[src/include/alu_defines.svh]
//////////////////////////////////////////////////////////////////////
// Width and step-count macros for the serial arithmetic unit
// Operand word, data byte, control word, multiply step counter
//////////////////////////////////////////////////////////////////////

`ifndef ALU_DEFINES_SVH
`define ALU_DEFINES_SVH

// Operand registers A and B
`define ALU_WORD_W 16

// Host data and read-back byte
`define ALU_BYTE_W 8
`define ALU_CTRL_W 8

// Shift-and-add multiply, one step per data bit
`define ALU_MUL_STEPS 8
`define ALU_STEP_W 3

`endif
[src/source/aluCmdPkg.sv]
//////////////////////////////////////////////////////////////////////
// Command types: operation encoding and the two views
// of the host control word
//////////////////////////////////////////////////////////////////////

`default_nettype none

package aluCmdPkg;

  typedef enum logic [1:0] {
    opLoad = 2'b00,
    opAdd  = 2'b01,
    opSub  = 2'b10,
    opMul  = 2'b11
  } aluOp_e;

  // Register load and read-back view
  typedef struct packed {
    logic   signedMode;
    aluOp_e op;
    logic   regSel;
    logic   byteSel;
    logic   write;
    logic   start;
    logic   spare;
  } ctrlLoad_s;

  // Arithmetic view, bit 2 picks register A as operand
  typedef struct packed {
    logic       signedMode;
    aluOp_e     op;
    logic [1:0] spareHi;
    logic       useRegA;
    logic       start;
    logic       spare;
  } ctrlArith_s;

  typedef union packed {
    ctrlLoad_s  load;
    ctrlArith_s arith;
  } ctrlWord_u;

endpackage

`default_nettype wire

[src/source/aluDataPkg.sv]
//////////////////////////////////////////////////////////////////////
// Data types: operand word, data byte, register select
//////////////////////////////////////////////////////////////////////

`default_nettype none

`include "alu_defines.svh"

package aluDataPkg;

  typedef logic [`ALU_WORD_W-1:0] word_t;
  typedef logic [`ALU_BYTE_W-1:0] byte_t;

  typedef enum logic {
    regA = 1'b0,
    regB = 1'b1
  } regSel_e;

  // Bit 1 picks the register, bit 0 the high byte
  typedef logic [1:0] readSel_t;

endpackage

`default_nettype wire

[src/source/aluIfs.sv]
//////////////////////////////////////////////////////////////////////
// cmdIf: decoded host command to the rest of the unit
// execIf: step control, adder result and register values
//////////////////////////////////////////////////////////////////////

`timescale 1ns/1ps
`default_nettype none

`include "alu_defines.svh"

interface cmdIf;
  import aluDataPkg::*;

  logic       loadEn;
  regSel_e    loadReg;
  logic       loadByte;
  logic       opStart;
  logic [1:0] op;
  logic       signedMode;
  logic       useRegA;
  logic       start;
  byte_t      data;
  readSel_t   readSel;

  modport decoder (output loadEn, loadReg, loadByte, opStart, op, signedMode,
                   useRegA, start, data, readSel);
  modport regs (input loadEn, loadReg, loadByte, data, readSel);
  modport seq (input opStart, op, start);
  modport path (input opStart, op, signedMode, useRegA, data);
  modport mon (input signedMode, start);
endinterface

interface execIf;
  import aluDataPkg::*;

  logic                   stepEn;
  logic [`ALU_STEP_W-1:0] stepIdx;
  logic                   busy;
  logic                   mulShift;
  word_t                  sum;
  logic                   stepOverflow;
  word_t                  regAVal;
  word_t                  regBVal;

  modport seq (output stepEn, stepIdx, busy, mulShift);
  modport path (input stepEn, stepIdx, regAVal, regBVal, output sum, stepOverflow);
  modport regs (input stepEn, mulShift, sum, output regAVal, regBVal);
endinterface

`default_nettype wire

[src/source/aluTop.sv]
//////////////////////////////////////////////////////////////////////
// Serial arithmetic unit top level
// Plain host ports, command and execution buses, five submodules
//////////////////////////////////////////////////////////////////////

`timescale 1ns/1ps
`default_nettype none

`include "alu_defines.svh"

module aluTop (
  input  wire                    CLK,
  input  wire                    RST,
  input  wire [`ALU_CTRL_W-1:0]  ctrlIn,
  input  wire aluDataPkg::byte_t dataIn,
  output aluDataPkg::byte_t      resultOut,
  output logic                   done,
  output logic                   overflow,
  output logic                   negative,
  output logic                   modeError
);

  cmdIf  cmdBus ();
  execIf execBus ();

  commandDecoder uDecoder (
    .CLK    (CLK),
    .RST    (RST),
    .ctrlIn (ctrlIn),
    .dataIn (dataIn),
    .cmd    (cmdBus.decoder)
  );

  operandRegs uRegs (
    .CLK       (CLK),
    .RST       (RST),
    .cmd       (cmdBus.regs),
    .exec      (execBus.regs),
    .resultOut (resultOut)
  );

  arithSequencer uSequencer (
    .CLK  (CLK),
    .RST  (RST),
    .cmd  (cmdBus.seq),
    .exec (execBus.seq),
    .done (done)
  );

  addSubDatapath uDatapath (
    .CLK      (CLK),
    .RST      (RST),
    .cmd      (cmdBus.path),
    .exec     (execBus.path),
    .overflow (overflow),
    .negative (negative)
  );

  modeChangeMonitor uModeMon (
    .CLK       (CLK),
    .RST       (RST),
    .cmd       (cmdBus.mon),
    .modeError (modeError)
  );

endmodule

`default_nettype wire

[src/source/modeChangeMonitor.sv]
//////////////////////////////////////////////////////////////////////
// Sticky error on a signed-mode change during an operation
//////////////////////////////////////////////////////////////////////

`timescale 1ns/1ps
`default_nettype none

module modeChangeMonitor (
  input  wire  CLK,
  input  wire  RST,
  cmdIf.mon    cmd,
  output logic modeError
);

  logic modePrev;
  logic startPrev;

  always_ff @(posedge CLK)
  begin
    if (RST)
    begin
      modePrev  <= 1'b0;
      startPrev <= 1'b0;
      modeError <= 1'b0;
    end
    else
    begin
      modePrev  <= cmd.signedMode;
      startPrev <= cmd.start;
      // Start high in both cycles, so the mode moved mid-operation
      if (cmd.start && startPrev && cmd.signedMode != modePrev)
        modeError <= 1'b1;
    end
  end

endmodule

`default_nettype wire

[src/source/addSubDatapath.sv]
//////////////////////////////////////////////////////////////////////
// Adder step: operand select, negation, 16-bit sum
// Step overflow plus the accumulated overflow and negative flags
//////////////////////////////////////////////////////////////////////

`timescale 1ns/1ps
`default_nettype none

`include "alu_defines.svh"

module addSubDatapath (
  input  wire  CLK,
  input  wire  RST,
  cmdIf.path   cmd,
  execIf.path  exec,
  output logic overflow,
  output logic negative
);
  import aluCmdPkg::*;
  import aluDataPkg::*;

  localparam int msb = `ALU_WORD_W - 1;

  word_t                 extData;
  word_t                 operand;
  word_t                 addend;
  logic                  negate;
  logic                  carryOut;
  logic [`ALU_WORD_W:0]  fullSum;

  ////////////////////////////////////////////////////////////////////
  // Operand selection
  assign extData = {{(`ALU_WORD_W - `ALU_BYTE_W){cmd.signedMode & cmd.data[`ALU_BYTE_W-1]}},
                    cmd.data};

  // Multiply adds A only where the current data bit is set
  assign operand = (cmd.op == opMul) ? (cmd.data[exec.stepIdx] ? exec.regAVal : '0)
                 : (cmd.useRegA ? exec.regAVal : extData);

  // Signed multiply: the sign bit carries negative weight
  assign negate = (cmd.op == opSub) ||
                  (cmd.op == opMul && cmd.signedMode &&
                   exec.stepIdx == `ALU_STEP_W'(`ALU_MUL_STEPS - 1));

  assign addend   = negate ? ~operand : operand;
  assign fullSum  = {1'b0, exec.regBVal} + {1'b0, addend} + {{`ALU_WORD_W{1'b0}}, negate};
  assign exec.sum = fullSum[msb:0];
  assign carryOut = fullSum[`ALU_WORD_W];

  // Signed overflow, else carry out (borrow when subtracting)
  assign exec.stepOverflow = cmd.signedMode
    ? (exec.regBVal[msb] == addend[msb]) && (fullSum[msb] != exec.regBVal[msb])
    : carryOut ^ negate;

  ////////////////////////////////////////////////////////////////////
  // Status flags
  always_ff @(posedge CLK)
  begin
    if (RST)
    begin
      overflow <= 1'b0;
      negative <= 1'b0;
    end
    else if (cmd.opStart)
      overflow <= 1'b0;
    else if (exec.stepEn)
    begin
      overflow <= overflow | exec.stepOverflow;
      negative <= cmd.signedMode & fullSum[msb];
    end
  end

endmodule

`default_nettype wire

[src/source/arithSequencer.sv]
//////////////////////////////////////////////////////////////////////
// Step sequencer: step counter, busy, done flag
// One step for ADD and SUB, eight for MUL
//////////////////////////////////////////////////////////////////////

`timescale 1ns/1ps
`default_nettype none

`include "alu_defines.svh"

module arithSequencer (
  input  wire  CLK,
  input  wire  RST,
  cmdIf.seq    cmd,
  execIf.seq   exec,
  output logic done
);
  import aluCmdPkg::*;

  localparam logic [`ALU_STEP_W-1:0] lastMulIdx = `ALU_STEP_W'(`ALU_MUL_STEPS - 1);

  logic [`ALU_STEP_W-1:0] stepIdxQ;
  logic [`ALU_STEP_W-1:0] lastIdx;
  logic                   busyQ;

  assign lastIdx = (cmd.op == opMul) ? lastMulIdx : '0;

  always_ff @(posedge CLK)
  begin
    if (RST)
    begin
      busyQ    <= 1'b0;
      stepIdxQ <= '0;
      done     <= 1'b0;
    end
    else if (cmd.opStart)
    begin
      busyQ    <= 1'b1;
      stepIdxQ <= '0;
      done     <= 1'b0;
    end
    else if (busyQ)
    begin
      // Last step result lands in B on this edge
      if (stepIdxQ == lastIdx)
      begin
        busyQ <= 1'b0;
        done  <= 1'b1;
      end
      else
        stepIdxQ <= stepIdxQ + 1'b1;
    end
    else if (!cmd.start)
      done <= 1'b0;
  end

  assign exec.busy     = busyQ;
  assign exec.stepEn   = busyQ;
  assign exec.stepIdx  = stepIdxQ;
  assign exec.mulShift = busyQ & (cmd.op == opMul);

endmodule

`default_nettype wire

[src/source/operandRegs.sv]
//////////////////////////////////////////////////////////////////////
// Operand registers A and B
// Byte loads, step writeback, multiply shift, read-back mux
//////////////////////////////////////////////////////////////////////

`timescale 1ns/1ps
`default_nettype none

`include "alu_defines.svh"

module operandRegs (
  input  wire               CLK,
  input  wire               RST,
  cmdIf.regs                cmd,
  execIf.regs               exec,
  output aluDataPkg::byte_t resultOut
);
  import aluDataPkg::*;

  word_t regAQ;
  word_t regBQ;

  ////////////////////////////////////////////////////////////////////
  // Register A, host load or left shift per multiply step
  always_ff @(posedge CLK)
  begin
    if (RST)
      regAQ <= '0;
    else if (cmd.loadEn && cmd.loadReg == regA)
    begin
      if (cmd.loadByte)
        regAQ[`ALU_WORD_W-1:`ALU_BYTE_W] <= cmd.data;
      else
        regAQ[`ALU_BYTE_W-1:0] <= cmd.data;
    end
    else if (exec.stepEn && exec.mulShift)
      regAQ <= {regAQ[`ALU_WORD_W-2:0], 1'b0};
  end

  // Register B, host load or accumulate
  always_ff @(posedge CLK)
  begin
    if (RST)
      regBQ <= '0;
    else if (cmd.loadEn && cmd.loadReg == regB)
    begin
      if (cmd.loadByte)
        regBQ[`ALU_WORD_W-1:`ALU_BYTE_W] <= cmd.data;
      else
        regBQ[`ALU_BYTE_W-1:0] <= cmd.data;
    end
    else if (exec.stepEn)
      regBQ <= exec.sum;
  end

  assign exec.regAVal = regAQ;
  assign exec.regBVal = regBQ;

  // Read-back byte
  always_comb
  begin
    case (cmd.readSel)
      2'b00:   resultOut = regAQ[`ALU_BYTE_W-1:0];
      2'b01:   resultOut = regAQ[`ALU_WORD_W-1:`ALU_BYTE_W];
      2'b10:   resultOut = regBQ[`ALU_BYTE_W-1:0];
      default: resultOut = regBQ[`ALU_WORD_W-1:`ALU_BYTE_W];
    endcase
  end

endmodule

`default_nettype wire

[src/source/commandDecoder.sv]
//////////////////////////////////////////////////////////////////////
// Input registers and control word decode
// Load strobes, operation start pulse, latched read selector
//////////////////////////////////////////////////////////////////////

`timescale 1ns/1ps
`default_nettype none

`include "alu_defines.svh"

module commandDecoder (
  input  wire                    CLK,
  input  wire                    RST,
  input  wire [`ALU_CTRL_W-1:0]  ctrlIn,
  input  wire aluDataPkg::byte_t dataIn,
  cmdIf.decoder                  cmd
);
  import aluCmdPkg::*;
  import aluDataPkg::*;

  ctrlWord_u ctrlReg;
  byte_t     dataReg;
  logic      startPrev;
  readSel_t  readSelReg;
  logic      isLoad;

  ////////////////////////////////////////////////////////////////////
  // Sampled host inputs
  always_ff @(posedge CLK)
  begin
    if (RST)
    begin
      ctrlReg   <= '0;
      startPrev <= 1'b0;
    end
    else
    begin
      ctrlReg   <= ctrlIn;
      startPrev <= ctrlReg.arith.start;
    end
  end

  always_ff @(posedge CLK)
  begin
    if (RST)
      dataReg <= '0;
    else
      dataReg <= dataIn;
  end

  assign isLoad = (ctrlReg.load.op == opLoad);

  // Read selector only moves on a load command with write low
  always_ff @(posedge CLK)
  begin
    if (RST)
      readSelReg <= '0;
    else if (isLoad && ctrlReg.load.start && !ctrlReg.load.write)
      readSelReg <= {ctrlReg.load.regSel, ctrlReg.load.byteSel};
  end

  ////////////////////////////////////////////////////////////////////
  // Decoded command
  assign cmd.loadEn     = isLoad & ctrlReg.load.start & ctrlReg.load.write;
  assign cmd.loadReg    = regSel_e'(ctrlReg.load.regSel);
  assign cmd.loadByte   = ctrlReg.load.byteSel;
  assign cmd.opStart    = ctrlReg.arith.start & ~startPrev & ~isLoad;
  assign cmd.op         = ctrlReg.arith.op;
  assign cmd.signedMode = ctrlReg.arith.signedMode;
  assign cmd.useRegA    = ctrlReg.arith.useRegA;
  assign cmd.start      = ctrlReg.arith.start;
  assign cmd.data       = dataReg;
  assign cmd.readSel    = readSelReg;

endmodule

`default_nettype wire

[config.mk]
export PLATFORM = sky130hd
export DESIGN_NAME = aluTop
export DESIGN_NICKNAME = d
export VERILOG_FILES = /design/src/source/aluCmdPkg.sv /design/src/source/aluDataPkg.sv /design/src/source/aluIfs.sv /design/src/source/aluTop.sv /design/src/source/modeChangeMonitor.sv /design/src/source/addSubDatapath.sv /design/src/source/arithSequencer.sv /design/src/source/operandRegs.sv /design/src/source/commandDecoder.sv
export VERILOG_INCLUDE_DIRS = /design/src /design/src/include
export SDC_FILE = /design/constraint.sdc
export NUM_CORES = 1
export LEC_CHECK = 0
export ABC_AREA = 0
export BUFFER_PORTS_ARGS = -buffer_cell sky130_fd_sc_hd__buf_2
export CORE_MARGIN = 5
export CORE_UTILIZATION = 50
export CTS_CLUSTER_SIZE = 12
export DETAILED_ROUTE_END_ITERATION = 8
export MAX_ROUTING_LAYER = met4
export PLACE_DENSITY = 0.77
export SETUP_SLACK_MARGIN = 0.5
export SLEW_MARGIN = 20
export SYNTH_ARGS = -nofsm -noshare
export SYNTH_HDL_FRONTEND = slang
export SYNTH_HIERARCHICAL = 1
export SYNTH_SLANG_ARGS = --single-unit
[constraint.sdc]
create_clock -name CLK -period 7.1 [get_ports CLK]
set_input_delay 0.71 -clock CLK [delete_from_list [all_inputs] [get_ports CLK]]
set_output_delay 0.71 -clock CLK [all_outputs]
set_load 0.02 [all_outputs]
==> metrics.md, run 1 <==
| Metric | Value |
|---|---|
| Period utilization | between 60% and 70% |
| Hold Violations, Final | 0 |
| Num CTS Buffers | 9 |
| Crit-path cells | mux2i_1 -> a32o_2 -> nor4_1 -> a21o_1 -> a22oi_1 -> xnor2_1 -> fa_1 -> a21o_1 -> a22o_1 -> o21a_1 -> o21ai_0 -> nand2b_1 -> a21o_1 -> a21oi_1 -> xnor2_1 -> a21oi_1 -> a211oi_1 |
| Die area | approximately 10,000 sq um |
| Worst setup margin | between 2 and 3 ns |
| Leak | between 0.0015 and 0.002 uW |
| Post-layout min period | ~4.5 ns |
| Max Clk Rate | about 220 MHz |
| Worst Tran Pin Value | between 0.7 and 0.8 ns |
| Slowest stage delay, CP | roughly 0.66 ns |
| Via count | ~3,700 |
| Resized cells post-CTS | 0 |
| Cell mode on critical path | a21o_1 |
| First-pass GRT wire length | about 18 mm |
| CP endpoint kind | register |
| Worst min-delay path startpoint | uDatapath/overflow$_SDFFE_PP0P_ |
| Crit Path Category | reg -> reg |
| Syn Area/Cell | roughly 9 sq um |
| CP startpoint | uSequencer/exec.stepIdx[0]$_SDFFE_PP0P_ |
| GRT Max-Usage Layer | met2 |
| Clock Latency Late Sink | 0.35 ns |
| Die H | about 100 um |
| Crit path buf inv count | 0 |
| Max-Cap Viols | 0 |
| Initial Utilization | ~52% |
| Core box area | between 7000 and 8000 sq um |
| Met2 Use GR | 34.6% |
| CP required | ~7.4 ns |
| Most frequent cells in the layout | a21oi_1, dfxtp_1, a211oi_1, buf_2, xnor2_1 |
| H-tree levels | 3 |
| IO Port Bufs | 28 |
| Yosys warnings | 6 |
| Vias in the first global route | 3,522 |
| Final TNS setup | 0 ns |
| DR DRC count | 0 |
| Final setup violation count | 0 |
| Worst Path Arrival | between 4 and 5 ns |
| Critical Path Fanout Max | 14 |
| CTS tree | yes |
| WL/cell | 18.9 um |
| DRT Pass-1 Iters | 5 |
| Worst relative slew slack | a little under half |
| Via density per instance | ~6.4 |
| # IOs | 30 |
| Longest Clk Path Bufs | 2 |
| Pwr dens | 177 nW/um^2 |
| Num Clock Sinks | 60 |
| Grt total ovfl | 0 |
| Critical path startpoint category | register |
| Status | complete, no violations |
| Nets@finish | around 500 |
| Setup repair bufs after CTS | 0 |
| Post-Syn Area | just over 4000 sq um |
| HP Class | reg -> reg |
| Cell row count | 32 |
| Final GP Congestion | about 0.90 |
| Final Skew | approximately 0.01 ns |
| Hpwl dp | ~7.7 mm |
| Clock-pin transition on the worst setup and hold timing paths | 0.08 ns |
| Max rail drop VDD | approximately 0.00012 V |
| Crit-path slowest cell | dfxtp_1 |
| Layout cells sized above 1 | 15.1% |
| Global Route met1 Usage | between 20 and 30% |
| Cts hold-fix bufs | 0 |
| GRT met3 Usage | 5.91% |
| Slew Limit Fails | 0 |
| Post-Place Worst Slack | 2.76 ns |
| Post-synthesis net count | roughly 490 |
| Post-Synthesis Cells | 453 |
| Worst r2r src | uSequencer/exec.stepIdx[0]$_SDFFE_PP0P_ |
| Global Route Usage Sum | a little under a quarter |
| Post-route ant nets | 0 |
| Initial antenna violation count | 0 |
| Largest net degree at the start of global routing | 64 |
| Die extent in x | 100 um |
| Unrepaired setup endpoints after global routing | no |
| Inserted Diodes | 0 |
| DRT Wirelength | about 11 mm |
| Delay-heaviest family, CP | compound AO/OA/AOI/OAI gates |
| CTS Root Cell | clkbuf_8 |
| Synth-to-layout area growth | 8.03% |
| DR iter-0 viols | 343 |
power breakdown:
part           switching (uW)  internal [uW]
sequential               18.6            347
clock                     156            132
combinational            65.7           54.1
registers in the layout, summed over array words and instances (netlist names):
register and flops:
uDecoder/ctrlReg 7, uDatapath/negative 1, uSequencer/exec.stepIdx 3, uDecoder/cmd.data 8
uRegs/exec.regBVal 16, uModeMon/modeError 1, uDecoder/startPrev 1, uSequencer/done 1
uModeMon/modePrev 1, uModeMon/startPrev 1, uRegs/exec.regAVal 16, uDatapath/overflow 1
uDecoder/cmd.readSel 2, uSequencer/exec.busy 1
worst register-to-register path: cells and delay by family (launching register included):
family	cells	cell delay (ns)
AOI/OAI and AO/OA	11	2.26
xor gates and xnor gates	2	0.37
adders and majority gates	1	0.45
DFF	1	0.66
muxes	1	0.18
and+or+nand+nor	2	0.48
worst paths after layout:
kind                                              end  slack (ns)  cells past startpoint
setup / recovery  uRegs/exec.regBVal[10]$_SDFFE_PP0P_        2.60                     17
hold / removal        uDatapath/overflow$_SDFFE_PP0P_        0.48                      2
setup reg to reg  uRegs/exec.regBVal[10]$_SDFFE_PP0P_        2.60                     17
hold reg to reg       uDatapath/overflow$_SDFFE_PP0P_        0.48                      2
layer usage:
| metal | part of all wire [%] | vias up |
|---|---|---|
| met5 | 0 | - |
| met4 | 2.5 | 0 |
| met3 | 8.4 | 27 |
| met2 | 46 | 188 |
| met1 | 43 | 1702 |
| li1 | - | 1747 |
layout make-up:
cell class,instances,area (sq um)
Multi-Input combinational cell,356,2680
Timing Repair Buffer,30,155
Clock buffer,9,124
Clock inverter,7,57.6
Fill cell,744,3430
Tap cell,102,128
Sequential cell,60,1200
Inverter,9,33.8
metrics by stage:
| step | total power [uW] | instances | area, sq um | util (%) | hold WS (ns) |
|---|---|---|---|---|---|
| after CTS | 777 | 573 | 4370 | 56.0 | 0.465 |
| after detailed placement | 489 | 557 | 4190 | 53.7 | 0.452 |
| after global placement | 486 | 557 | 4190 | 53.7 | 0.448 |
| final | 773 | 573 | 4380 | 56.1 | 0.475 |
| after global routing | 809 | 573 | 4380 | 56.1 | 0.505 |
| after floorplan | 460 | 453 | 4050 | - | 0.446 |
Note: power is estimated with default switching activity, not from simulation.
==> run 2: changes to the inputs <==
- clock period: 7.1 -> 4.3 ns (I/O delays scaled with it)
==> run 2 against run 1 <==
Die area unchanged. Clock skew down 0.0045 ns. Total power grew 78%. Largest cell class unchanged. Highest routed layer unchanged.
==> metrics.md, run 2 (synthesized netlist as in run 1, its figures left out) <==
| Metric | Value |
|---|---|
| First-pass GRT wire length | 18.3 mm |
| Num CTS Buffers | 9 |
| Status | complete, no violations |
| Dpl cells | around 560 |
| Worst relative slew slack | roughly 44% |
| FILL cells | around 670 |
| Worst setup margin | ~0.55 ns |
| CP endpoint kind | register |
| Commonest non-fill, non-tap cell in the layout | a21oi_1 |
| Layout cells sized above 1 | a little under a quarter |
| Grt total ovfl | 0 |
| Final setup violation count | 0 |
| Area of the multi-input gates | approximately 2800 sq um |
| Post-route ant nets | 0 |
| Max-Cap Viols | 0 |
| Worst r2r dst | uRegs/exec.regBVal[14]$_SDFFE_PP0P_ |
| Critical path startpoint category | register |
| WL/cell | 19.3 um |
| Clock-pin transition on the worst setup and hold timing paths | about 0.070 ns |
| Vias in the first global route | about 3,600 |
| Final TNS setup | 0 ns |
| Pwr dens | 292 nW/um^2 |
| Worst Tran Pin Value | around 0.84 ns |
| Max Clk Rate | 267 MHz |
| H-tree levels | 3 |
| Global Route Usage Sum | a little under a quarter |
| Power, Total | 1370 uW |
| Hpwl dp | between 7 and 8 mm |
| Num Clock Sinks | 60 |
| Via density per instance | roughly 6.4 |
| CTS tree | yes |
| # IOs | 30 |
| Die area | ~10,000 sq um |
| Largest net degree at the start of global routing | 64 |
| Leak | around 0.002 uW |
| Final Skew | 0.00564 ns |
| CP startpoint | uDecoder/cmd.data[5]$_SDFF_PP0_ |
| Most frequent cells in the layout | a21oi_1, dfxtp_1, a211oi_1, buf_2, buf_4 |
| R2R setup slack | 0.55 ns |
| DR iter-0 viols | roughly 450 |
| Longest Clk Path Bufs | 2 |
| Final GP Congestion | roughly 1 |
| CP Capture Point | uRegs/exec.regBVal[14]$_SDFFE_PP0P_ |
| Post-layout min period | around 3.8 ns |
| Via count | 3,818 |
| Die H | between 100 and 150 um |
| Register area | 1210 sq um |
| Initial Utilization | about half |
| Clock Latency Late Sink | 0.34 ns |
| Crit Path Category | reg -> reg |
| Core box area | between 7000 and 8000 sq um |
| IO Port Bufs | 28 |
| Post-Place Worst Slack | roughly 0.11 ns |
| DR DRC count | 0 |
| Initial antenna violation count | 0 |
| Inserted Diodes | 0 |
| Worst Path Arrival | 4.00 ns |
| Period utilization | between 80% and 90% |
| Nets@finish | 523 |
| Critical Path Fanout Max | 4 |
| Slew Limit Fails | 0 |
| Worst r2r src | uDecoder/cmd.data[5]$_SDFF_PP0_ |
| CP required | 4.55 ns |
| DRT Pass-1 Iters | 5 |
| Cts hold-fix bufs | 0 |
| Max rail drop VDD | between 0.0002 and 0.00025 V |
| CTS Root Cell | clkbuf_8 |
| Die extent in x | approximately 100 um |
| Unrepaired setup endpoints after global routing | yes |
| HP Class | in -> reg |
| Cell row count | 32 |
| Synth-to-layout area growth | 16.3% |
| Hold Violations, Final | 0 |
| Non-Filler Instances | between 500 and 600 |
| Worst R2R Path Depth | 14 |
| DRT Wirelength | around 12 mm |
==> run 2: changes by cell type in the layout (fill, tap and decap cells not counted), moves of 4 or more <==
cell     delta
a22oi_1     -4
a22oi_2     +4
buf_4      +21
dfxtp_1     -4
==> run 2: metrics by stage <==
stage                     area [sq um]  util, %  hold slack [ns]
after floorplan                   4050        -            0.446
final                             4710     60.4            0.294
after global placement            4250     54.4            0.448
after detailed placement          4250     54.4            0.449
after global routing              4710     60.4            0.285
after CTS                         4580     58.6            0.285
==> run 2: cell type report <==
cell class | count | share of cell area [%]
Clock inverter | 3 | 0.929
Sequential cell | 60 | 25.7
Tap cell | 102 | 2.71
Multi-Input combinational cell | 356 | 59.3
Clock buffer | 13 | 3.58
Inverter | 9 | 0.717
Timing Repair Buffer | 52 | 7.06
==> run 2: routing by layer <==
metal | global-route usage (%) | vias to the layer above | wire, um
li1 | - | 1786 | -
met1 | 30.0 | 1787 | 4870
met3 | 5.49 | 49 | 914
met2 | 35.9 | 196 | 5270
met4 | 10.5 | 0 | 450
met5 | - | - | 0
==> run 2: worst min-delay path by stage <==
| stage | from | endpoint | slack, ns | cells after the start |
|---|---|---|---|---|
| global placement | uDatapath/overflow$_SDFFE_PP0P_ | uDatapath/overflow$_SDFFE_PP0P_ | 0.45 | 2 |
| floorplan | uDecoder/cmd.readSel[0]$_SDFFE_PP0P_ | uDecoder/cmd.readSel[0]$_SDFFE_PP0P_ | 0.45 | 2 |
| CTS | ctrlIn[6] | uDecoder/ctrlReg[6]$_SDFF_PP0_ | 0.28 | 2 |
| global route | ctrlIn[6] | uDecoder/ctrlReg[6]$_SDFF_PP0_ | 0.28 | 2 |
| detailed placement | uDatapath/overflow$_SDFFE_PP0P_ | uDatapath/overflow$_SDFFE_PP0P_ | 0.45 | 2 |
| finish | ctrlIn[6] | uDecoder/ctrlReg[6]$_SDFF_PP0_ | 0.29 | 2 |
==> run 2: what timing repair did <==
item | CTS | global route
endpoints found under the hold margin | 0 | 0
pin swaps | 4 | 17
buffers inserted | 6 | 8
setup endpoints to repair | 11 | 8
gates resized for setup | 18 | 14
==> run 2: worst max-delay path: stages (launching register included) <==
cell and delay [ns]:
dfxtp_1 0.45, mux2i_1 0.12, a32o_2 0.31, o311a_1 0.38, or3_4 0.42, fa_2 0.37
a21o_1 0.18, a22o_1 0.23, o211a_1 0.25, nand2b_1 0.17, a21o_1 0.19, a21oi_2 0.15
xnor2_1 0.14, a21oi_1 0.09, a211oi_1 0.21
==> run 2: power by group <==
part	switching, uW	total, uW	internal [uW]
sequential	26.3	599	573
clock	224	539	316
combinational	127	236	110
total	377	1370	998
